==> src/rtl/gpu_cfg_pkg.sv <==
// Compute unit configuration
// Size constants and the plain vector types built from them
package gpu_cfg_pkg;

    // ####################
    // Sizes
    // ####################

    // Warp slots in the compute unit
    localparam int unsigned NUM_WARPS       = 4;
    // Threads per warp
    localparam int unsigned WARP_WIDTH      = 8;
    localparam int unsigned PC_WIDTH        = 16;
    localparam int unsigned ADDR_WIDTH      = 32;
    // Block index inside a thread group, used for thread id math
    localparam int unsigned TBLOCK_IDX_BITS = 4;
    // Unique block identifier, returned on completion
    localparam int unsigned TBLOCK_ID_BITS  = 4;
    // Warp id width, one bit minimum
    localparam int unsigned WID_WIDTH       = (NUM_WARPS > 1) ? $clog2(NUM_WARPS) : 1;

    // ####################
    // Vector types
    // ####################

    typedef logic [PC_WIDTH-1:0]        pc_t;
    typedef logic [ADDR_WIDTH-1:0]      addr_t;
    typedef logic [WID_WIDTH-1:0]       wid_t;
    typedef logic [WARP_WIDTH-1:0]      act_mask_t;
    typedef logic [TBLOCK_IDX_BITS-1:0] tblock_idx_t;
    typedef logic [TBLOCK_ID_BITS-1:0]  tblock_id_t;

endpackage

==> src/rtl/warp_types_pkg.sv <==
// Warp scheduler interface structs
// Payloads exchanged between the scheduler blocks and the pipeline around them
package warp_types_pkg;

    // New thread block handed to the compute unit
    typedef struct packed {
        gpu_cfg_pkg::pc_t         pc;
        gpu_cfg_pkg::act_mask_t   act_mask;
        // Data / parameter address
        gpu_cfg_pkg::addr_t       dp_addr;
        gpu_cfg_pkg::tblock_idx_t tblock_idx;
        gpu_cfg_pkg::tblock_id_t  tblock_id;
    } alloc_req_t;

    // Decode stage report for one warp
    typedef struct packed {
        gpu_cfg_pkg::wid_t wid;
        gpu_cfg_pkg::pc_t  next_pc;
        // Last instruction of the warp
        logic              stop;
    } decode_upd_t;

    // Everything the fetcher needs for one warp
    typedef struct packed {
        gpu_cfg_pkg::wid_t        wid;
        gpu_cfg_pkg::pc_t         pc;
        gpu_cfg_pkg::act_mask_t   act_mask;
        gpu_cfg_pkg::addr_t       dp_addr;
        gpu_cfg_pkg::tblock_idx_t tblock_idx;
    } fetch_req_t;

    // Stored context of one warp slot
    typedef struct packed {
        logic                     occupied;
        // Stop seen, waiting for in-flight instructions to drain
        logic                     finished;
        gpu_cfg_pkg::addr_t       dp_addr;
        gpu_cfg_pkg::tblock_idx_t tblock_idx;
        gpu_cfg_pkg::tblock_id_t  tblock_id;
    } warp_ctx_t;

    // Completed thread block report
    typedef struct packed {
        gpu_cfg_pkg::tblock_id_t tblock_id;
        gpu_cfg_pkg::wid_t       wid;
    } done_rsp_t;

endpackage

==> src/rtl/warp_table.sv <==
// Warp slot table
// Allocates free slots, stores per-warp context, builds fetch and completion requests
module warp_table (
    input  logic                                                clk_i,
    input  logic                                                rst_n_i,
    input  logic                                                alloc_valid_i,
    input  warp_types_pkg::alloc_req_t                          alloc_req_i,
    output logic                                                warp_free_o,
    input  logic                                                decode_valid_i,
    input  warp_types_pkg::decode_upd_t                         decode_upd_i,
    input  logic [gpu_cfg_pkg::NUM_WARPS-1:0]                   idle_i,
    input  logic [gpu_cfg_pkg::NUM_WARPS-1:0]                   avail_i,
    input  gpu_cfg_pkg::pc_t [gpu_cfg_pkg::NUM_WARPS-1:0]       pc_i,
    input  gpu_cfg_pkg::act_mask_t [gpu_cfg_pkg::NUM_WARPS-1:0] act_mask_i,
    input  logic [gpu_cfg_pkg::NUM_WARPS-1:0]                   release_i,
    output logic [gpu_cfg_pkg::NUM_WARPS-1:0]                   init_o,
    output warp_types_pkg::fetch_req_t [gpu_cfg_pkg::NUM_WARPS-1:0] fetch_req_o,
    output logic [gpu_cfg_pkg::NUM_WARPS-1:0]                   fetch_req_valid_o,
    output logic [gpu_cfg_pkg::NUM_WARPS-1:0]                   done_req_o,
    output warp_types_pkg::done_rsp_t [gpu_cfg_pkg::NUM_WARPS-1:0] done_payload_o
);
    import gpu_cfg_pkg::*;
    import warp_types_pkg::*;

    warp_ctx_t [NUM_WARPS-1:0] ctx_q;
    warp_ctx_t [NUM_WARPS-1:0] ctx_d;

    // Lowest free slot, one-hot
    logic [NUM_WARPS-1:0] alloc_oh;
    logic                 alloc_take;

    // ####################
    // Allocation
    // ####################

    always_comb begin : find_free
        logic found;
        found    = 1'b0;
        alloc_oh = '0;
        for (int i = 0; i < NUM_WARPS; i++) begin
            if (!ctx_q[i].occupied && !found) begin
                alloc_oh[i] = 1'b1;
                found       = 1'b1;
            end
        end
    end

    // At least one slot left
    assign warp_free_o = (alloc_oh != '0);
    assign alloc_take  = alloc_valid_i && warp_free_o;
    // Starts the matching pc unit in the same cycle the slot is claimed
    assign init_o      = alloc_take ? alloc_oh : '0;

    // ####################
    // Context update
    // ####################

    always_comb begin
        ctx_d = ctx_q;
        for (int i = 0; i < NUM_WARPS; i++) begin
            if (alloc_take && alloc_oh[i]) begin
                ctx_d[i].occupied   = 1'b1;
                ctx_d[i].finished   = 1'b0;
                ctx_d[i].dp_addr    = alloc_req_i.dp_addr;
                ctx_d[i].tblock_idx = alloc_req_i.tblock_idx;
                ctx_d[i].tblock_id  = alloc_req_i.tblock_id;
            end
            // Completion accepted, slot goes back to the pool
            if (release_i[i]) begin
                ctx_d[i].occupied = 1'b0;
                ctx_d[i].finished = 1'b0;
            end
        end
        // Stop from decode, drain before reporting
        if (decode_valid_i && decode_upd_i.stop) begin
            ctx_d[decode_upd_i.wid].finished = 1'b1;
        end
    end

    always_ff @(posedge clk_i or negedge rst_n_i) begin
        if (!rst_n_i) begin
            ctx_q <= '0;
        end else begin
            ctx_q <= ctx_d;
        end
    end

    // ####################
    // Requests
    // ####################

    always_comb begin
        for (int i = 0; i < NUM_WARPS; i++) begin
            // Running warp with no instruction waiting on decode
            fetch_req_valid_o[i]      = ctx_q[i].occupied && !ctx_q[i].finished
                                        && avail_i[i];
            fetch_req_o[i].wid        = wid_t'(i);
            fetch_req_o[i].pc         = pc_i[i];
            fetch_req_o[i].act_mask   = act_mask_i[i];
            fetch_req_o[i].dp_addr    = ctx_q[i].dp_addr;
            fetch_req_o[i].tblock_idx = ctx_q[i].tblock_idx;

            // Finished and nothing left in the instruction buffer
            done_req_o[i]               = ctx_q[i].occupied && ctx_q[i].finished && idle_i[i];
            done_payload_o[i].tblock_id = ctx_q[i].tblock_id;
            done_payload_o[i].wid       = wid_t'(i);
        end
    end

endmodule

==> config.mk <==
export PLATFORM = sky130hd
export DESIGN_NAME = warp_table
export DESIGN_NICKNAME = d
export VERILOG_FILES = /design/src/rtl/gpu_cfg_pkg.sv /design/src/rtl/warp_types_pkg.sv /design/src/rtl/warp_table.sv
export SDC_FILE = /design/constraint.sdc
export NUM_CORES = 1
export LEC_CHECK = 0
export BUFFER_PORTS_ARGS = -buffer_cell sky130_fd_sc_hd__buf_2
export CAP_MARGIN = 20
export CORE_AREA = 3 3 183 185
export CTS_CLUSTER_SIZE = 30
export DETAILED_ROUTE_END_ITERATION = 8
export DIE_AREA = 0 0 186 188
export HOLD_SLACK_MARGIN = 0.12
export PLACE_DENSITY = 0.55
export SYNTH_ARGS = -nofsm -noshare
export SYNTH_HDL_FRONTEND = slang
export SYNTH_SLANG_ARGS = --single-unit
export TNS_END_PERCENT = 100
==> constraint.sdc <==
create_clock -name clk_i -period 2.3 [get_ports clk_i]
set_clock_uncertainty 0.2 [all_clocks]
set_input_delay 0.46 -clock clk_i [delete_from_list [all_inputs] [get_ports clk_i]]
set_output_delay 0.46 -clock clk_i [all_outputs]
set_load 0.05 [all_outputs]
# After elaboration in Yosys (flattened, before gate mapping)
# Index checks and enable logic that the tools add are counted.
# classes
order_cmp	2
reduce_logical	36
n_mux	19
# op_table
op	count
$bwmux 168	1
$mux 168	1
$mux 42	4
$demux 42 s2	1
$mux 41	1
$logic_and 1x1->1	26
$logic_not 1->1	9
$mux 2	4
$mux 1	6
$mux 4	1
$reduce_bool 4->1	1
$lt 2x3->1 const B	1
$ge 2x1->1 const B	1
# word_totals
output_inout_bits	285
word_cells	77
regBits	168

# Longest topological paths before layout
# Gate-level depths: netlist (run 1).
# depth
ltp_word	16
depth_mapped	7
mapped_depth_nobuf	4

# Worst setup path after synthesis (run 1)
# No wires, ideal clock.
# synth_timing
path_kind	input-to-output
startpoint	input alloc_valid_i
endpoint	output init_o[2] (netlist name)
t_required_ps	1640
arrival_time_ps	1284
n_path_buf	2
path_stages	5
setup_slack_ps	356
path_cell_list	nand3_2 -> nand2b_1 -> buf_6 -> buf_6 -> inv_1
# synth_between
elab_chain_len	2
# synth_lines
element	line	text
from (decl)	warp_table.sv:6	input logic alloc_valid_i,
$logic_and 1x1->1	warp_table.sv:50	assign alloc_take = alloc_valid_i && warp_free_o;
$mux 4	warp_table.sv:52	assign init_o = alloc_take ? alloc_oh : '0;
to (decl)	warp_table.sv:16	output logic [gpu_cfg_pkg::NUM_WARPS-1:0] init_o,
# Every way passes these cells.

# Worst setup path after layout (run 1)
# layout_timing
startpoint	register ctx_q[83] (netlist name)
endpoint	output init_o[3] (netlist name)
# layout_between
elab_chain_len	12
elab_cells_between_ends	14
cone_classes	mux (6); reduce/logical (8)
# layout_lines
element	line	text
from (decl)	warp_table.sv:25	warp_ctx_t [NUM_WARPS-1:0] ctx_q;
from (signal assigned)	warp_table.sv:84	ctx_q <= ctx_d;
$logic_not 1->1 *	warp_table.sv:41	if (!ctx_q[i].occupied && !found) begin
$logic_and 1x1->1 *	warp_table.sv:41	
$mux 1	warp_table.sv:41	
$logic_not 1->1	warp_table.sv:41	
$logic_and 1x1->1	warp_table.sv:41	
$mux 1	warp_table.sv:41	
$logic_not 1->1	warp_table.sv:41	
$logic_and 1x1->1	warp_table.sv:41	
$mux 1	warp_table.sv:41	
$reduce_bool 4->1	warp_table.sv:49	assign warp_free_o = (alloc_oh != '0);
$logic_and 1x1->1	warp_table.sv:50	
$mux 4 *	warp_table.sv:52	
# Mark *: on every way between the ends. The rest lies on a longest branch, timed or not.

==> run metrics, run 1 <==
worst setup path class=reg2out; unrepaired setup endpoints after global routing=no; synthesis-to-finish area growth=9.71%; GR Util All Layers=0.106; vias=around 4500; crit path DAT=between 1.5 and 2 ns; reg2reg end=ctx_q[166]; min-delay worst type=in2reg; Hold Violations, Final=0; Hold Crit Depth=3; post-route ant nets=0; global-route wire length before repair=between 20000 and 30000 um; Buffers on Ports=roughly 230; flops & latches, synth=between 150 and 200; Finished Cell Area=9240 um^2; Yosys cell types=22; synthesized area=approximately 8400 um^2; Layout Nets=between 800 and 900; max incr delay on CP=0.43 ns; DP Wirelength=around 13000 um; root buffer cell=clkbuf_16; routability cong.=roughly 0.70; CTS sink cnt=~170; Post-Syn Instances=658; Die Span Y=188 um; Hold WS=0.165 ns; DRT Pass-1 Iters=4; final setup vio count=0; end of the worst hold path=ctx_q[82]; Residual DRC=0; Worst Max-Slew Pin Slew=between 0.5 and 0.6 ns; R2R Path Start=ctx_q[83]; Mean Syn Cell Area=12.8 um^2; reg2reg path depth=6; die area=35000 um^2; final core occ=0.287; pin count of the biggest net entering global routing=52; ys async rst share=1.00; Max Cap Violations=0; post-route setup TNS=0 ns; Clock Latency Late Sink=approximately 0.43 ns; Met2 Wirelength=about 9300 um; total power=approximately 9.5 mW; vias in the first global route=between 4000 and 5000; max-slew violations=0; CORE AREA=~32000 um^2; Max Freq=about 460 MHz; CTS tree=done; critical path's top delay family=flip-flops; Crit Path Max Fanout=6; n_diodes=0; Crit path depth=3; M1 WL=7230 um; most frequent cells in the layout=buf_2, dfrtp_1, mux2_2; post-DR wirelength/cell=around 16 um; Synth Flop Type=dfrtp_1; Layout Cells excl Fill=roughly 1100; sequential fraction of the synthesis area=0.499; crit start category=register; Req. time, crit path=around 1.6 ns; boundary pin count=480; DRT iter0 DRCs=between 80 and 90; Initial Utilization=0.262; R2R Setup Slk=0.13 ns; Die W=about 190 um; most common cell after layout, fill and taps aside=buf_2; final WL=18300 um; Place WS=approximately 0.25 ns; fin crit share=0.945; Rel. slew slack=0.628; Critical Path, Cell by Cell=nand3_2 > nor3_4 > buf_4; # placed instances=1039; outcome=finished clean; Placed Area=8180 um^2; worst vdd ir=~0.50 mV; layout cells sized above 1=0.623; Yosys Warn Count=0; drt via density=between 3 and 4; metal3 WL=between 1000 and 1500 um; post-layout min period=2.17 ns; grt ovf=0; H-tree depth=4; Reg clk slew, reported paths=~0.07 ns; Cell Rows=66; highest metal used=met4; crit end category=output port; Cell Pwr Density=approximately 1000 nW/um^2; Max Buffers Root-to-Sink=2; slowest library cell on the worst path=dfrtp_2; setup slack after layout=approximately 0.13 ns; HP Start=decode_valid_i; Num CTS Buffers=17; Post-synth EDFFs=0; Static Leak=approximately 4.6 nW; WP buf/inv=1; initial antenna violation count=0
layout make-up:
cell class | count | area [um^2]
multi-input combinational | 208 | 2070
tap | 408 | 510
fill | 3334 | 23000
clock inverter | 12 | 91.3
clock buffer | 20 | 457
timing repair buffer | 301 | 1890
inverter | 5 | 18.8
sequential | 168 | 4210
cell usage after synthesis (2+ instances only):
library cell | n | share of area
buf_4 | 273 | 0.24
nand2_1 | 4 | 0.0018
nor2_1 | 6 | 0.0027
a21oi_1 | 2 | 0.0012
mux2_2 | 155 | 0.21
buf_2 | 9 | 0.0053
nand2b_1 | 3 | 0.0022
and3_1 | 5 | 0.0037
dfrtp_1 | 168 | 0.50
inv_1 | 5 | 0.0022
nand3b_1 | 2 | 0.0018
buf_6 | 9 | 0.012
conb_1 | 2 | 0.00089
o32ai_1 | 3 | 0.0031
mux2_1 | 5 | 0.0067
tightest hold or removal path, stage by stage:
cell and delay [ns]:
buf_2 0.11, nand3_1 0.11, o21ai_0 0.08
worst max-delay path by stage:
| stage | start | to | slack [ns] |
|---|---|---|---|
| detailed placement | alloc_valid_i | register | 0.25 |
| global route | ctx_q[83] | init_o[3] | 0.02 |
| global placement | alloc_valid_i | register | 0.28 |
| floorplan | alloc_valid_i | init_o[2] | 0.36 |
| finish | ctx_q[83] | init_o[3] | 0.13 |
| CTS | ctx_q[83] | init_o[3] | 0.01 |
timing repair:
action                     in CTS  in global routing
cloned                          0                  0
buffers inserted                1                  1
hold endpoints to repair      202                  0
resized for setup               2                  2
hold buffers                   49                  0
pin swaps                       0                  1
setup endpoints to repair       3                  2
logic make-up (layout without fill, tap and decap cells):
logic type / Yosys count / in the layout / synth area share
flip-flops: 168 / 168 / 0.499
buffers and inverters: 296 / 338 / 0.263
multiplexers: 160 / 160 / 0.214
AND/OR/NAND/NOR: 25 / 25 / 0.0174
other: 2 / 16 / 0.000891
AO/OA/AOI/OAI: 7 / 7 / 0.00609
layer usage:
| metal | vias up | GRT usage |
|---|---|---|
| met5 | - | 0 |
| met4 | 0 | 0.0599 |
| met3 | 45 | 0.0380 |
| met2 | 180 | 0.172 |
| met1 | 2259 | 0.119 |
| li1 | 1974 | - |
power breakdown:
part / switching [mW] / internal [mW] / total, mW / leakage (nW)
Combinational: 2.33 / 0.824 / 3.15 / 2.25
Sequential: 0.223 / 3.44 / 3.66 / 2.10
Clock: 1.28 / 1.45 / 2.73 / 0.256
Total: 3.83 / 5.71 / 9.55 / 4.60
(Power assumes the default switching activity.)
==> inputs of run 2 (changes only) <==
--- a/config.mk
+++ b/config.mk
@@ -12,7 +12,7 @@
 export DETAILED_ROUTE_END_ITERATION = 8
 export DIE_AREA = 0 0 186 188
 export HOLD_SLACK_MARGIN = 0.12
-export PLACE_DENSITY = 0.55
+export PLACE_DENSITY_LB_ADDON = 0.3
 export SYNTH_ARGS = -nofsm -noshare
 export SYNTH_HDL_FRONTEND = slang
 export SYNTH_SLANG_ARGS = --single-unit
==> run metrics, run 2 (synthesis gave the netlist of run 1 again) <==
routability cong.=roughly 0.7; Reg clk slew, reported paths=approximately 0.060 ns; WP buf/inv=2; Buffers on Ports=231; Switching Fraction=0.385; DP Wirelength=approximately 13000 um; DRT Pass-1 Iters=4; crit start category=register; boundary pin count=480; fin crit share=0.949; Clock Latency Late Sink=approximately 0.43 ns; most common cell after layout, fill and taps aside=buf_2; worst setup path class=reg2out; max-slew violations=0; Sequential Area=4210 um^2; total power=about 10 mW; Static Leak=roughly 4.6 nW; vias in the first global route=between 4000 and 5000; sw power=3.77 mW; Layout Cells excl Fill=1118; Gate power share=0.322; # placed instances=a little over 1000; Req. time, crit path=~1.6 ns; internal power=approximately 6 mW; layout cells sized above 1=0.618; H-tree depth=4; critical path's top delay family=flip-flops; area of the multi-input gates=2070 um^2; GR Util All Layers=0.111; Max Buffers Root-to-Sink=2; most frequent cells in the layout=buf_2, dfrtp_1, mux2_2; max incr delay on CP=around 0.40 ns; Cell Rows=66; Clk pwr share=0.304; Critical Path, Cell by Cell=inv_1 > nor3_4 > buf_6; number of fill cells in the layout=3341; Placed Area=around 8100 um^2; DRT iter0 DRCs=76; share of power burned in registers=0.374; Max Freq=458 MHz; Max Cap Violations=0; crit path DAT=roughly 1.5 ns; grt ovf=0; CTS sink cnt=168; post-DR wirelength/cell=17.0 um; Die W=~190 um; Num CTS Buffers=17; post-layout min period=about 2.2 ns; synthesis-to-finish area growth=10.3%; final WL=19000 um; CTS tree=done; unrepaired setup endpoints after global routing=no; outcome=finished clean; final setup vio count=0; vias=approximately 4400; slowest library cell on the worst path=dfrtp_1; initial antenna violation count=0; Layout Nets=893; Hold Violations, Final=0; post-route setup TNS=0 ns; pin count of the biggest net entering global routing=between 50 and 60; Cell Pwr Density=around 1100 nW/um^2; n_diodes=0; Finished Cell Area=between 9000 and 10000 um^2; CORE AREA=~32000 um^2; worst vdd ir=around 0.52 mV; die area=between 30000 and 40000 um^2; drt via density=3.93; min-delay worst type=in2reg; Crit Path Max Fanout=4; global-route wire length before repair=approximately 29000 um; crit end category=output port; root buffer cell=clkbuf_16; Residual DRC=0; post-route ant nets=0; Initial Utilization=0.262; Die Span Y=188 um
-- run 2: power by group through the flow --
stage / combinational (mW) / sequential (mW) / clock (mW)
2_1_floorplan: 3.52 / 3.66 / 0
3_3_place_gp: 3.11 / 3.71 / 0
3_5_place_dp: 3.12 / 3.73 / 0
4_1_cts: 3.20 / 3.67 / 3.12
5_1_grt: 3.30 / 3.73 / 3.24
6_report: 3.15 / 3.67 / 2.98
-- run 2: area by class of cell --
class | instances | share of cell area
clock buffer | 20 | 0.0491
clock inverter | 11 | 0.0160
inverter | 5 | 0.00202
multi-input combinational | 208 | 0.223
sequential | 168 | 0.453
tap | 408 | 0.0549
timing repair buffer | 298 | 0.202
-- run 2: what timing repair did --
action,4_1_cts,5_1_grt
hold buffers,51,0
hold endpoints to repair,198,0
endpoints found under the setup margin,2,2
buffers inserted,2,0
gates resized for setup,4,2
-- run 2: layer usage --
layer | GRT usage | wire length [um]
met3 | 0.0405 | 1370
met1 | 0.125 | 7680
met4 | 0.0702 | 955
met2 | 0.177 | 9010
met5 | 0 | 0
-- run 2: through the flow --
step           setup WS, ns  hold slack, ns   util
5_1_grt             0.00483           0.135  0.289
3_5_place_dp          0.261           0.223  0.253
6_report              0.118           0.152  0.289
2_1_floorplan         0.356         -0.0356      -
3_3_place_gp          0.262           0.220  0.253
4_1_cts             0.00366           0.127  0.288
-- run 2: path summary, 6_finish.rpt --
| path | from | to | slack, ns | cells after the start |
|---|---|---|---|---|
| setup / recovery | ctx_q[125] | init_o[3] | 0.12 | 3 |
| hold / removal | alloc_req_i[17] | register | 0.15 | 2 |
| setup reg to reg | ctx_q[125] | ctx_q[166] | 0.17 | 5 |
| hold reg to reg | register | register | 0.28 | 1 |
| max in group asynchronous | rst_n_i | async pin | 0.92 | 3 |
| min in group asynchronous | rst_n_i | async pin | 0.32 | 2 |
-- run 2: worst reg2reg max path, stage by stage, from the launching register on --
cell,delay [ns]
dfrtp_1,0.40
inv_1,0.13
nor3_4,0.34
buf_12,0.26
o32ai_1,0.12
dlygate4sd3_1,0.57
