==> config.mk <==
export PLATFORM = sky130hd
export DESIGN_NAME = warp_pc_unit
export DESIGN_NICKNAME = d
export VERILOG_FILES = /design/src/rtl/gpu_cfg_pkg.sv /design/src/rtl/warp_pc_unit.sv
export SDC_FILE = /design/constraint.sdc
export NUM_CORES = 1
export LEC_CHECK = 0
export BUFFER_PORTS_ARGS = -buffer_cell sky130_fd_sc_hd__clkbuf_2
export CORE_ASPECT_RATIO = 1.25
export CORE_MARGIN = 2
export CORE_UTILIZATION = 40
export DETAILED_ROUTE_END_ITERATION = 10
export GPL_TIMING_DRIVEN = 0
export PLACE_DENSITY = 0.78
export SLEW_MARGIN = 20
export SYNTH_ARGS = -nofsm -noshare
export SYNTH_HDL_FRONTEND = slang
export SYNTH_SLANG_ARGS = --single-unit
==> constraint.sdc <==
create_clock -name clk_i -period 0.9 [get_ports clk_i]
set_input_delay 0.18 -clock clk_i [delete_from_list [all_inputs] [get_ports clk_i]]
set_output_delay 0.18 -clock clk_i [all_outputs]
set_load 0.005 [all_outputs]
==> src/rtl/gpu_cfg_pkg.sv <==
// Compute unit configuration
// Size constants and the plain vector types built from them
package gpu_cfg_pkg;

    // ####################
    // Sizes
    // ####################

    // Warp slots in the compute unit
    localparam int unsigned NUM_WARPS       = 4;
    // Threads per warp
    localparam int unsigned WARP_WIDTH      = 8;
    localparam int unsigned PC_WIDTH        = 16;
    localparam int unsigned ADDR_WIDTH      = 32;
    // Block index inside a thread group, used for thread id math
    localparam int unsigned TBLOCK_IDX_BITS = 4;
    // Unique block identifier, returned on completion
    localparam int unsigned TBLOCK_ID_BITS  = 4;
    // Warp id width, one bit minimum
    localparam int unsigned WID_WIDTH       = (NUM_WARPS > 1) ? $clog2(NUM_WARPS) : 1;

    // ####################
    // Vector types
    // ####################

    typedef logic [PC_WIDTH-1:0]        pc_t;
    typedef logic [ADDR_WIDTH-1:0]      addr_t;
    typedef logic [WID_WIDTH-1:0]       wid_t;
    typedef logic [WARP_WIDTH-1:0]      act_mask_t;
    typedef logic [TBLOCK_IDX_BITS-1:0] tblock_idx_t;
    typedef logic [TBLOCK_ID_BITS-1:0]  tblock_id_t;

endpackage

==> src/rtl/warp_pc_unit.sv <==
// Per-warp fetch state
// Holds the PC and active mask and tracks whether the warp waits on decode
module warp_pc_unit (
    input  logic                   clk_i,
    input  logic                   rst_n_i,
    input  logic                   init_i,
    input  gpu_cfg_pkg::pc_t       init_pc_i,
    input  gpu_cfg_pkg::act_mask_t init_mask_i,
    input  logic                   fetched_i,
    input  logic                   decoded_i,
    input  gpu_cfg_pkg::pc_t       next_pc_i,
    input  logic                   stop_i,
    output gpu_cfg_pkg::pc_t       pc_o,
    output gpu_cfg_pkg::act_mask_t act_mask_o,
    output logic                   avail_o
);
    import gpu_cfg_pkg::*;

    pc_t       pc_q;
    act_mask_t mask_q;
    // High while the warp may be fetched, low while an instruction is in decode
    logic      avail_q;

    // PC and mask only change on init or decode
    always_ff @(posedge clk_i) begin
        if (init_i) begin
            pc_q   <= init_pc_i;
            mask_q <= init_mask_i;
        end else if (decoded_i && !stop_i) begin
            pc_q <= next_pc_i;
        end
    end

    // Fetch-wait flag
    always_ff @(posedge clk_i or negedge rst_n_i) begin
        if (!rst_n_i) begin
            avail_q <= 1'b0;
        end else if (init_i) begin
            avail_q <= 1'b1;
        end else if (decoded_i) begin
            // Stopped warps stay parked until the slot is reused
            avail_q <= !stop_i;
        end else if (fetched_i) begin
            avail_q <= 1'b0;
        end
    end

    assign pc_o       = pc_q;
    assign act_mask_o = mask_q;
    assign avail_o    = avail_q;

endmodule

Word-level counts from Yosys, hierarchy flattened
Cells that the tools add are included.
W data, S select, Z words.
{"block": "word_totals", "inputBits": 46, "word_cells": 12, "output_inout_bits": 25, "regBits": 25}
{"block": "classes", "n_reduce_logical": 4, "n_mux": 5}
{"cell": "$mux W16", "n": 2}
{"cell": "$mux W1", "n": 3}
{"cell": "$reduce_bool A3 Y1", "n": 1}
{"cell": "$reduce_bool A2 Y1", "n": 1}
{"cell": "$logic_and A1 B1 Y1", "n": 1}
{"cell": "$logic_not A1 Y1", "n": 1}

Longest topological paths before layout
Gate-level depths: netlist of the first run.
{"block": "depth", "ltp_word": 4, "depth_mapped": 3, "ltp_nobuf": 2}

Worst setup path after synthesis of the first run
OpenSTA, ideal clock, no wires.
{"block": "synth_timing", "kind": "input -> register", "start": "in init_i", "end": "reg pc_q[0] (netlist: pc_o[0]), enable pin", "setup_ns": 0.332, "path_buffers": 2, "arrival_time_ns": 0.691, "setup_slack_ns": -0.122, "path_stages": 3, "cell_sequence": "buf_6 buf_12 a21o_2"}
{"block": "synth_via", "elab_chain_len": 1}
{"item": "start, declared", "line_no": "warp_pc_unit.sv:6", "rtl": "input logic init_i,"}
{"item": "$reduce_bool A2 Y1 (no line)"}
{"item": "end signal, assigned", "line_no": "warp_pc_unit.sv:27", "rtl": "pc_q <= init_pc_i;"}
{"item": "end signal, assigned", "line_no": "warp_pc_unit.sv:30", "rtl": "pc_q <= next_pc_i;"}
{"item": "end, declared", "line_no": "warp_pc_unit.sv:19", "rtl": "pc_t pc_q;"}
Every way passes these cells.
A chain may end at the register's enable or synchronous reset.

Final worst setup path of the first run
{"block": "layout_timing", "start": "reg pc_q[13] (netlist: pc_o[13])", "end": "out pc_o[13]"}
{"item": "end, declared", "line_no": "warp_pc_unit.sv:13", "rtl": "output gpu_cfg_pkg::pc_t pc_o,"}
No word-level cell between the ends.

==> flow_metrics.env, run 1 <==
export IMPL_status="complete, but fails checks"
export IMPL_violations="setup timing"
export IMPL_dp_cells=150
export IMPL_final_setup_viol_count=26
export IMPL_r2r_slack_ns=-0.01
export IMPL_core_sq_um=2430
export IMPL_gp_congestion=0.693
export IMPL_netlist_area_sq_um=1010
export IMPL_ir_drop_mv=0.996
export IMPL_root_buffer="clkbuf_4"
export IMPL_crit_chain="clkbuf_2"
export IMPL_maxSlewHeadroom=0.864
export IMPL_drc=0
export IMPL_rr_worst_depth=2
export IMPL_dp_slack_ns=-0.393
export IMPL_timing_rr_start="avail_o"
export IMPL_crit_buf_inv=1
export IMPL_worst_hold_slack_ns=0.0337
export IMPL_grt_overflow_total=0
export IMPL_max_clock_path_buffers=2
export IMPL_synth_most_common_cell="edfxtp_1"
export IMPL_synthTopCellsByArea="edfxtp_1 71%, mux2_4 12%, mux2_2 8.9%"
export IMPL_crit_cells=1
export IMPL_dieArea_sq_um=2950
export IMPL_worstPathRequired_ns=0.72
export IMPL_worstHoldStart="init_mask_i[2]"
export IMPL_whs_endpoint="act_mask_o[2]"
export IMPL_hp_class="in -> reg"
export IMPL_synth_cell_types=10
export IMPL_leakagePower_uw=0.000698
export IMPL_start_kind="register"
export IMPL_clock_skew_ns=0
export IMPL_finalMaxSlewViolations=0
export IMPL_grt_max_degree=17
export IMPL_yosys_warnings=0
export IMPL_cts_htree_levels=1
export IMPL_slowest_delay_ns=0.40
export IMPL_post_drt_via_cell_ratio=4.50
export IMPL_drv_cap=0
export IMPL_async_reset_ff_frac=0.0400
export IMPL_seq_area_frac_synth=0.736
export IMPL_setup_tns_ns=-2.31
export IMPL_cts_made_buffers=3
export IMPL_drt_first_iter_violations=12
export IMPL_first_pass_iters=4
export IMPL_path_clk_slew_ns=0.13
export IMPL_portBuffers=70
export IMPL_ios=71
export IMPL_worstSkewPairLatency_ns=0.30
export IMPL_syn_area_per_cell_sq_um=21.6
export IMPL_tightest_slew_ns=0.204
export IMPL_period_share=1.13
export IMPL_final_util=0.605
export IMPL_netlist_instances=47
export IMPL_tritoncts="built"
export IMPL_first_global_vias=748
export IMPL_final_hold_violation_count=0
export IMPL_totalWireLength_um=1880
export IMPL_synth_top_area_frac=0.711
export IMPL_setup_ws_ns=-0.113
export IMPL_synthFlopType="edfxtp_1"
export IMPL_globalRouteTotalUtil=0.140
export IMPL_hpwl_um=1540
export IMPL_dieHeight_um=60.3
export IMPL_area_delta_synth_final_pct=44.8
export IMPL_layout_nets=170
export IMPL_antenna_left=0
export IMPL_yosysTopAreaCell="edfxtp_1"
export IMPL_final_cells=156
export IMPL_via_count=702
export IMPL_grt_pass1_wl_um=2990
export IMPL_cpLargestDelayFamily="flip-flops"
export IMPL_wl_per_cell_um=12.0
export IMPL_critPathKind="reg -> out"
export IMPL_cp_max_fo=1
export IMPL_r2r_end="avail_o"
export IMPL_cts_num_sinks=25
export IMPL_syn_nets=93
export IMPL_slowest_stage="edfxtp_1"
export IMPL_num_rows=20
export IMPL_fp_dieW_um=49.0
export IMPL_synth_edff_count=24
export IMPL_nFillCells=213
export IMPL_power_density_nw_per_um2=1570
export IMPL_end_kind="output pin"
export IMPL_fmax_mhz=987
export IMPL_synth_seq_cells=25
export IMPL_start_util=0.418
export IMPL_cp_arrival_ns=0.83
export IMPL_hold_depth=1
export IMPL_rsz0062_at_grt="yes"
export IMPL_synth_common_cells="24 x edfxtp_1, 8 x mux2_2, 8 x mux2_4"
export IMPL_antenna_diode_count=0
export IMPL_drive_gt1_frac=0.764
export IMPL_fin_crit_ns=1.01
export IMPL_antenna_found_initial=0
-- layout make-up --
| class | instances | area [sq um] | area share |
|---|---|---|---|
| multi-input cells | 19 | 239 | 0.163 |
| well taps | 33 | 41.3 | 0.0281 |
| plain buffers | 2 | 40.0 | 0.0273 |
| clock buffers | 3 | 22.5 | 0.0153 |
| clock inverters | 1 | 5.00 | 0.00341 |
| inverters | 1 | 3.75 | 0.00256 |
| flip-flops and latches | 25 | 746 | 0.508 |
| repair buffers | 72 | 370 | 0.252 |
-- report_power, final --
part / internal [uW] / leakage [uW] / switching, uW / total, uW
sequential: 1410 / 0.000249 / 30.1 / 1440
combinational: 239 / 0.000432 / 146 / 384
clock: 166 / 0.0000177 / 317 / 483
total: 1810 / 0.000698 / 492 / 2310
-- layout by cell type (no fill, tap or decap) --
master,count
dlygate4sd3_1,1
a221o_1,1
inv_1,1
clkbuf_2,69
mux2_4,8
clkbuf_4,4
buf_12,2
clkinv_2,1
mux2_2,8
nor2_1,1
dfrtp_1,1
buf_4,1
edfxtp_1,24
a21o_4,1
-- what timing repair did --
| item | 4_1_cts | 5_1_grt |
|---|---|---|
| resized for setup | 1 | 0 |
| hold buffers | 1 | 0 |
| hold endpoints to repair | 1 | 0 |
| setup buffers | 0 | 1 |
| endpoints found under the setup margin | 49 | 25 |
-- per-stage QoR --
step / cell area (sq um) / total power [uW]
after global placement: 1420 / 1830
after floorplan: 1030 / 1610
final: 1470 / 2310
after CTS: 1460 / 2340
after global routing: 1470 / 2420
after detailed placement: 1420 / 1850
-- registers in the layout, indices dropped and copies added (netlist names) --
name,flops
act_mask_o,8
pc_o,16
avail_o,1
-- worst max path at each step --
stage,startpoint,end,slack (ns)
floorplan,init_i,pc_o[10],-0.07
global placement,init_i,pc_o[10],-0.37
detailed placement,init_i,pc_o[3],-0.39
CTS,pc_o[13],pc_o[13],-0.14
global route,pc_o[10],pc_o[10],-0.18
finish,pc_o[13],pc_o[13],-0.11
-- routing by layer --
metal | wire length [um] | global-route usage
met2 | 960 | 0.264
met1 | 682 | 0.130
met5 | 0 | 0
met4 | 12 | 0.0816
met3 | 221 | 0.0525
-- kinds of logic (layout without fill, tap and decap cells) --
logic type | count (synthesis) | count (layout) | synth area share
buffers and inverters | 3 | 79 | 0.0346
muxes | 16 | 16 | 0.207
AOI/OAI and AO/OA | 2 | 2 | 0.0185
DFF | 25 | 25 | 0.736
and+or+nand+nor | 1 | 1 | 0.00370
Power figures use the tool's default switching activity.
==> run 2: changes to the inputs <==
--- a/config.mk
+++ b/config.mk
@@ -5,6 +5,7 @@
 export SDC_FILE = /design/constraint.sdc
 export NUM_CORES = 1
 export LEC_CHECK = 0
+export ABC_AREA = 1
 export BUFFER_PORTS_ARGS = -buffer_cell sky130_fd_sc_hd__clkbuf_2
 export CORE_ASPECT_RATIO = 1.25
 export CORE_MARGIN = 2
==> run 2 against run 1 <==
Net effect:
- the flow still finishes with violations (setup timing)
- cell count rose by 25%
- register-to-register slack improved by 0.26 ns
- sequential share of layout area fell by 1.2 points
- clock skew did not move
- via count rose by 21%
- power rose by 1.4%
- setup slack got worse by 0.0014 ns
- hold slack improved by 0.0056 ns
- critical path type unchanged
- sequential power barely moved
==> flow_metrics.env, run 2 <==
export IMPL_drv_cap=0
export IMPL_synth_top_area_frac=0.711
export IMPL_seq_power_share=0.620
export IMPL_regArea_sq_um=746
export IMPL_hpwl_um=1630
export IMPL_max_clock_path_buffers=2
export IMPL_antenna_found_initial=0
export IMPL_fmax_mhz=986
export IMPL_area_delta_synth_final_pct=48.4
export IMPL_root_buffer="clkbuf_4"
export IMPL_stdcell_area_sq_um=1500
export IMPL_power_switching_uw=532
export IMPL_ir_drop_mv=0.928
export IMPL_violations="setup timing"
export IMPL_tightest_slew_ns=0.129
export IMPL_num_rows=20
export IMPL_power_frac_comb=0.176
export IMPL_synth_most_common_cell="nand2_1"
export IMPL_synth_common_cells="48 x nand2_1, 24 x edfxtp_1, 5 x nand2_2, 2 x inv_1"
export IMPL_crit_buf_inv=1
export IMPL_cts_made_buffers=3
export IMPL_yosysTopAreaCell="edfxtp_1"
export IMPL_endpoint="avail_o"
export IMPL_synth_seq_cells=25
export IMPL_core_sq_um=2430
export IMPL_power_density_nw_per_um2=1550
export IMPL_clock_skew_ns=0
export IMPL_fin_crit_ns=1.01
export IMPL_cp_max_fo=2
export IMPL_leakagePower_uw=0.000771
export IMPL_crit_start="avail_o"
export IMPL_grt_max_degree=15
export IMPL_path_clk_slew_ns=0.13
export IMPL_drive_gt1_frac=0.549
export IMPL_period_share=1.13
export IMPL_portBuffers=70
export IMPL_start_kind="register"
export IMPL_netlist_area_sq_um=1010
export IMPL_synthTopCellsByArea="edfxtp_1 71%, nand2_1 18%, nand2_2 3.1%"
export IMPL_switching_share=0.228
export IMPL_m1WireLength_um=770
export IMPL_largest_reg_flops=16
export IMPL_hold_depth=1
export IMPL_cts_num_sinks=25
export IMPL_totalWireLength_um=2070
export IMPL_worstSkewPairLatency_ns=0.30
export IMPL_drt_first_iter_violations=13
export IMPL_final_util=0.620
export IMPL_p_int_uw=1800
export IMPL_cts_htree_levels=1
export IMPL_grt_overflow_total=0
export IMPL_post_drt_via_cell_ratio=4.36
export IMPL_syn_nets=131
export IMPL_drc=0
export IMPL_crit_cells=1
export IMPL_dieHeight_um=60.3
export IMPL_finalMaxSlewViolations=0
export IMPL_cp_arrival_ns=0.83
export IMPL_highest_layer="met4"
export IMPL_async_reset_ff_frac=0.0400
export IMPL_start_util=0.418
export IMPL_fp_dieW_um=49.0
export IMPL_maxSlewHeadroom=0.914
export IMPL_mostFrequentLayoutCell="clkbuf_2"
export IMPL_final_cell_mix="69 x clkbuf_2, 45 x nand2_1, 24 x edfxtp_1, 7 x nand2_2, 3 x clkbuf_4"
export IMPL_rr_worst_depth=2
export IMPL_netlist_instances=85
export IMPL_end_kind="output pin"
export IMPL_clkPwrFrac=0.203
export IMPL_timing_rr_start="avail_o"
export IMPL_antenna_left=0
export IMPL_rsz0062_at_grt="yes"
export IMPL_layout_nets=209
export IMPL_wl_per_cell_um=10.6
export IMPL_met2_length_um=1110
export IMPL_r2r_slack_ns=0.25
export IMPL_seq_area_frac_synth=0.736
export IMPL_crit_chain="clkbuf_2"
export IMPL_via_count=850
export IMPL_critPathKind="reg -> out"
export IMPL_nFillCells=213
export IMPL_final_setup_viol_count=25
export IMPL_synth_cell_types=10
export IMPL_grt_pass1_wl_um=3200
export IMPL_setup_tns_ns=-2.15
export IMPL_first_pass_iters=4
export IMPL_tritoncts="built"
export IMPL_antenna_diode_count=0
export IMPL_synth_edff_count=24
export IMPL_gp_congestion=0.640
export IMPL_setup_ws_ns=-0.115
export IMPL_first_global_vias=773
export IMPL_status="complete, but fails checks"
export IMPL_dp_slack_ns=-0.573
export IMPL_placed_area_sq_um=1430
export IMPL_slowest_delay_ns=0.42
export IMPL_synthFlopType="edfxtp_1"
export IMPL_multi_input_area_sq_um=228
export IMPL_r2r_end="avail_o"
export IMPL_worstPathRequired_ns=0.72
export IMPL_yosys_warnings=0
export IMPL_wl_met3_um=174
export IMPL_cpLargestDelayFamily="flip-flops"
export IMPL_ios=71
export IMPL_worst_hold_slack_ns=0.0393
export IMPL_dieArea_sq_um=2950
export IMPL_syn_area_per_cell_sq_um=11.9
export IMPL_globalRouteTotalUtil=0.145
export IMPL_slowest_stage="dfrtp_1"
export IMPL_final_hold_violation_count=0
export IMPL_hp_class="in -> reg"
[run 2: cell count changes in the layout (fill, tap and decap cells not counted), sizes merged]
| cell | previous run | this run |
|---|---|---|
| mux2 | 16 | 0 |
| inv | 1 | 2 |
| a221o | 1 | 0 |
| clkinvlp | 0 | 1 |
| nand2 | 0 | 53 |
| buf | 3 | 5 |
| a21o | 1 | 0 |
[run 2: what timing repair did]
| item | 4_1_cts | 5_1_grt |
|---|---|---|
| gates resized for setup | 2 | 1 |
| hold endpoints to repair | 1 | 0 |
| hold buffers | 1 | 0 |
| endpoints found under the setup margin | 41 | 35 |
| buffers inserted | 2 | 0 |
| pin swaps | 0 | 0 |
[run 2: metal layers]
metal,vias to the layer above,global-route usage
met2,39,0.274
met3,2,0.0400
li1,431,-
met5,-,0
met4,0,0.0612
met1,378,0.151
[run 2: worst min-delay path by stage]
stage / endpoint / slack [ns] / start
3_5_place_dp: avail_o / -0.04 / rst_n_i
6_report: act_mask_o[4] / 0.04 / init_mask_i[4]
4_1_cts: act_mask_o[4] / 0.03 / init_mask_i[4]
5_1_grt: act_mask_o[5] / 0.01 / init_mask_i[5]
3_3_place_gp: avail_o / -0.04 / rst_n_i
2_1_floorplan: avail_o / -0.12 / rst_n_i
[run 2: kinds of logic after synthesis]
| group | Yosys count | share of synthesized area |
|---|---|---|
| DFF | 25 | 0.736 |
| buffers and inverters | 6 | 0.0519 |
| and+or+nand+nor | 54 | 0.212 |
[run 2: per-stage QoR]
step,power [uW],std cells
floorplan,1620,85
global placement,1850,188
detailed placement,1860,188
CTS,2370,195
global route,2460,195
finish,2340,195
[run 2: layout make-up]
| class | instances | share of cell area |
|---|---|---|
| Tap cell | 33 | 0.0275 |
| Clock buffer | 3 | 0.0150 |
| Buffer | 3 | 0.0283 |
| Inverter | 3 | 0.0150 |
| Multi-Input combinational cell | 54 | 0.151 |
| Timing Repair Buffer | 73 | 0.264 |
| Clock inverter | 1 | 0.00333 |
| Sequential cell | 25 | 0.496 |
[run 2: power by group through the flow]
| stage | combinational [uW] | clock, uW | sequential, uW |
|---|---|---|---|
| after detailed placement | 385 | 0 | 1480 |
| after CTS | 415 | 500 | 1450 |
| after global placement | 376 | 0 | 1470 |
| after global routing | 460 | 537 | 1460 |
| after floorplan | 121 | 0 | 1490 |
| final | 412 | 475 | 1450 |
==> run 3: changes to the inputs <==
--- a/config.mk
+++ b/config.mk
@@ -10,6 +10,8 @@
 export CORE_ASPECT_RATIO = 1.25
 export CORE_MARGIN = 2
 export CORE_UTILIZATION = 40
+export CTS_BUF_LIST = sky130_fd_sc_hd__clkbuf_8 sky130_fd_sc_hd__clkbuf_16
+export CTS_CLUSTER_SIZE = 8
 export DETAILED_ROUTE_END_ITERATION = 10
 export GPL_TIMING_DRIVEN = 0
 export PLACE_DENSITY = 0.78
==> run 3 against run 2 <==
Net effect:
- the flow still finishes with violations (setup timing)
- flip-flop and latch count stayed put
- count of clock-buffer cells in the layout unchanged
- clock skew stayed put
- critical endpoint is now pc_o[5]
- largest cell class unchanged
==> flow_metrics.env, run 3 (same netlist as run 2, synthesis figures left out) <==
export IMPL_maxSlewHeadroom=0.917
export IMPL_start_kind="register"
export IMPL_power_density_nw_per_um2=1590
export IMPL_portBuffers=70
export IMPL_end_kind="output pin"
export IMPL_num_rows=20
export IMPL_crit_cells=1
export IMPL_p_total_uw=2560
export IMPL_antenna_found_initial=0
export IMPL_drive_gt1_frac=0.574
export IMPL_tightest_slew_ns=0.125
export IMPL_final_cells=202
export IMPL_hold_depth=1
export IMPL_cts_made_buffers=3
export IMPL_drt_first_iter_violations=12
export IMPL_first_pass_iters=4
export IMPL_fmax_mhz=1040
export IMPL_hpwl_um=1630
export IMPL_antenna_diode_count=0
export IMPL_crit_chain="clkbuf_2"
export IMPL_max_clock_path_buffers=2
export IMPL_ir_drop_mv=0.988
export IMPL_worstSkewPairLatency_ns=0.26
export IMPL_grt_overflow_total=0
export IMPL_setup_ws_ns=-0.0579
export IMPL_start_util=0.418
export IMPL_hp_class="in -> reg"
export IMPL_post_drt_via_cell_ratio=4.31
export IMPL_root_buffer="clkbuf_8"
export IMPL_cp_max_fo=1
export IMPL_mostFrequentLayoutCell="clkbuf_2"
export IMPL_drc=0
export IMPL_worstPathRequired_ns=0.72
export IMPL_clock_skew_ns=0
export IMPL_fp_dieW_um=49.0
export IMPL_dp_cells=188
export IMPL_leakagePower_uw=0.000832
export IMPL_slowest_delay_ns=0.39
export IMPL_tritoncts="built"
export IMPL_path_clk_slew_ns=0.08
export IMPL_nFillCells=208
export IMPL_fin_crit_ns=0.958
export IMPL_status="complete, but fails checks"
export IMPL_wl_per_cell_um=11.1
export IMPL_final_setup_viol_count=25
export IMPL_globalRouteTotalUtil=0.160
export IMPL_totalWireLength_um=2240
export IMPL_violations="setup timing"
export IMPL_grt_pass1_wl_um=3510
export IMPL_via_count=871
export IMPL_cts_num_sinks=25
export IMPL_largest_reg_flops=16
export IMPL_dieArea_sq_um=2950
export IMPL_final_cell_mix="69 x clkbuf_2, 45 x nand2_1, 24 x edfxtp_1, 8 x buf_4, 5 x nand2_2"
export IMPL_first_global_vias=832
export IMPL_area_delta_synth_final_pct=59.1
export IMPL_period_share=1.06
export IMPL_critPathKind="reg -> out"
export IMPL_grt_max_degree=15
export IMPL_cts_htree_levels=1
export IMPL_rsz0062_at_grt="yes"
export IMPL_layout_nets=216
export IMPL_ios=71
export IMPL_cpLargestDelayFamily="flip-flops"
export IMPL_cp_arrival_ns=0.78
export IMPL_crit_buf_inv=1
export IMPL_core_sq_um=2430
export IMPL_dp_slack_ns=-0.573
export IMPL_finalMaxSlewViolations=0
export IMPL_slowest_stage="edfxtp_1"
export IMPL_final_hold_violation_count=0
export IMPL_dieHeight_um=60.3
export IMPL_drv_cap=0
export IMPL_antenna_left=0
export IMPL_rr_worst_depth=2
export IMPL_gp_congestion=0.640
==> run 3: cell count changes in the layout (fill, tap and decap cells not counted), moves of 2 or more <==
cell,previous run,this run
buf_4,2,8
clkbuf_4,3,0
clkbuf_8,1,3
nand2_2,7,5
nand2_4,1,3
==> run 3: final cells by class <==
cell class,instances,area (sq um),share of cell area
Sequential cell,25,746,0.462
Inverter,3,27.5,0.0171
Timing Repair Buffer,81,492,0.305
Tap cell,33,41.3,0.0256
Buffer,2,22.5,0.0140
Clock buffer,3,41.3,0.0256
Multi-Input combinational cell,54,238,0.147
Clock inverter,1,5.00,0.00310
==> run 3: stage by stage <==
step                cell area, sq um   util  setup TNS [ns]  hold WS (ns)
floorplan                       1030      -           -2.31        -0.116
global placement                1430  0.587          -11.42       -0.0444
detailed placement              1430  0.587          -12.13       -0.0430
CTS                             1630  0.670           -1.23        0.0831
global route                    1610  0.664           -1.45        0.0740
finish                          1610  0.664          -0.646        0.0905
==> run 3: path summary, 6_finish.rpt <==
path	endpoint	from	slack (ns)
max reg2reg	avail_o	avail_o	0.26
min in group asynchronous	avail_o	rst_n_i	0.21
max in group asynchronous	avail_o	rst_n_i	0.60
min	act_mask_o[4]	init_mask_i[4]	0.09
min reg2reg	avail_o	avail_o	0.54
max	pc_o[5]	pc_o[5]	-0.06
==> run 3: layer usage <==
metal	share of wire	routed length (um)	vias to the layer above	GRT usage
li1	-	-	441	-
met1	0.38	861	389	0.170
met2	0.53	1190	39	0.303
met3	0.079	178	2	0.0425
met4	0.0076	17	0	0.0612
met5	0	0	-	0
==> run 3: where the power goes <==
part	switching [uW]	total, uW	leakage (uW)	internal (uW)
clock network	334	643	0.0000255	308
logic	207	468	0.000559	262
registers	32.1	1450	0.000247	1420
total	573	2560	0.000832	1990
==> run 3: repair_timing <==
item,CTS,global route
gates cloned,1,0
gates resized for setup,9,1
setup endpoints to repair,41,35
pin swaps,1,1
hold buffers,1,0
hold endpoints to repair,1,0
setup buffers,8,1
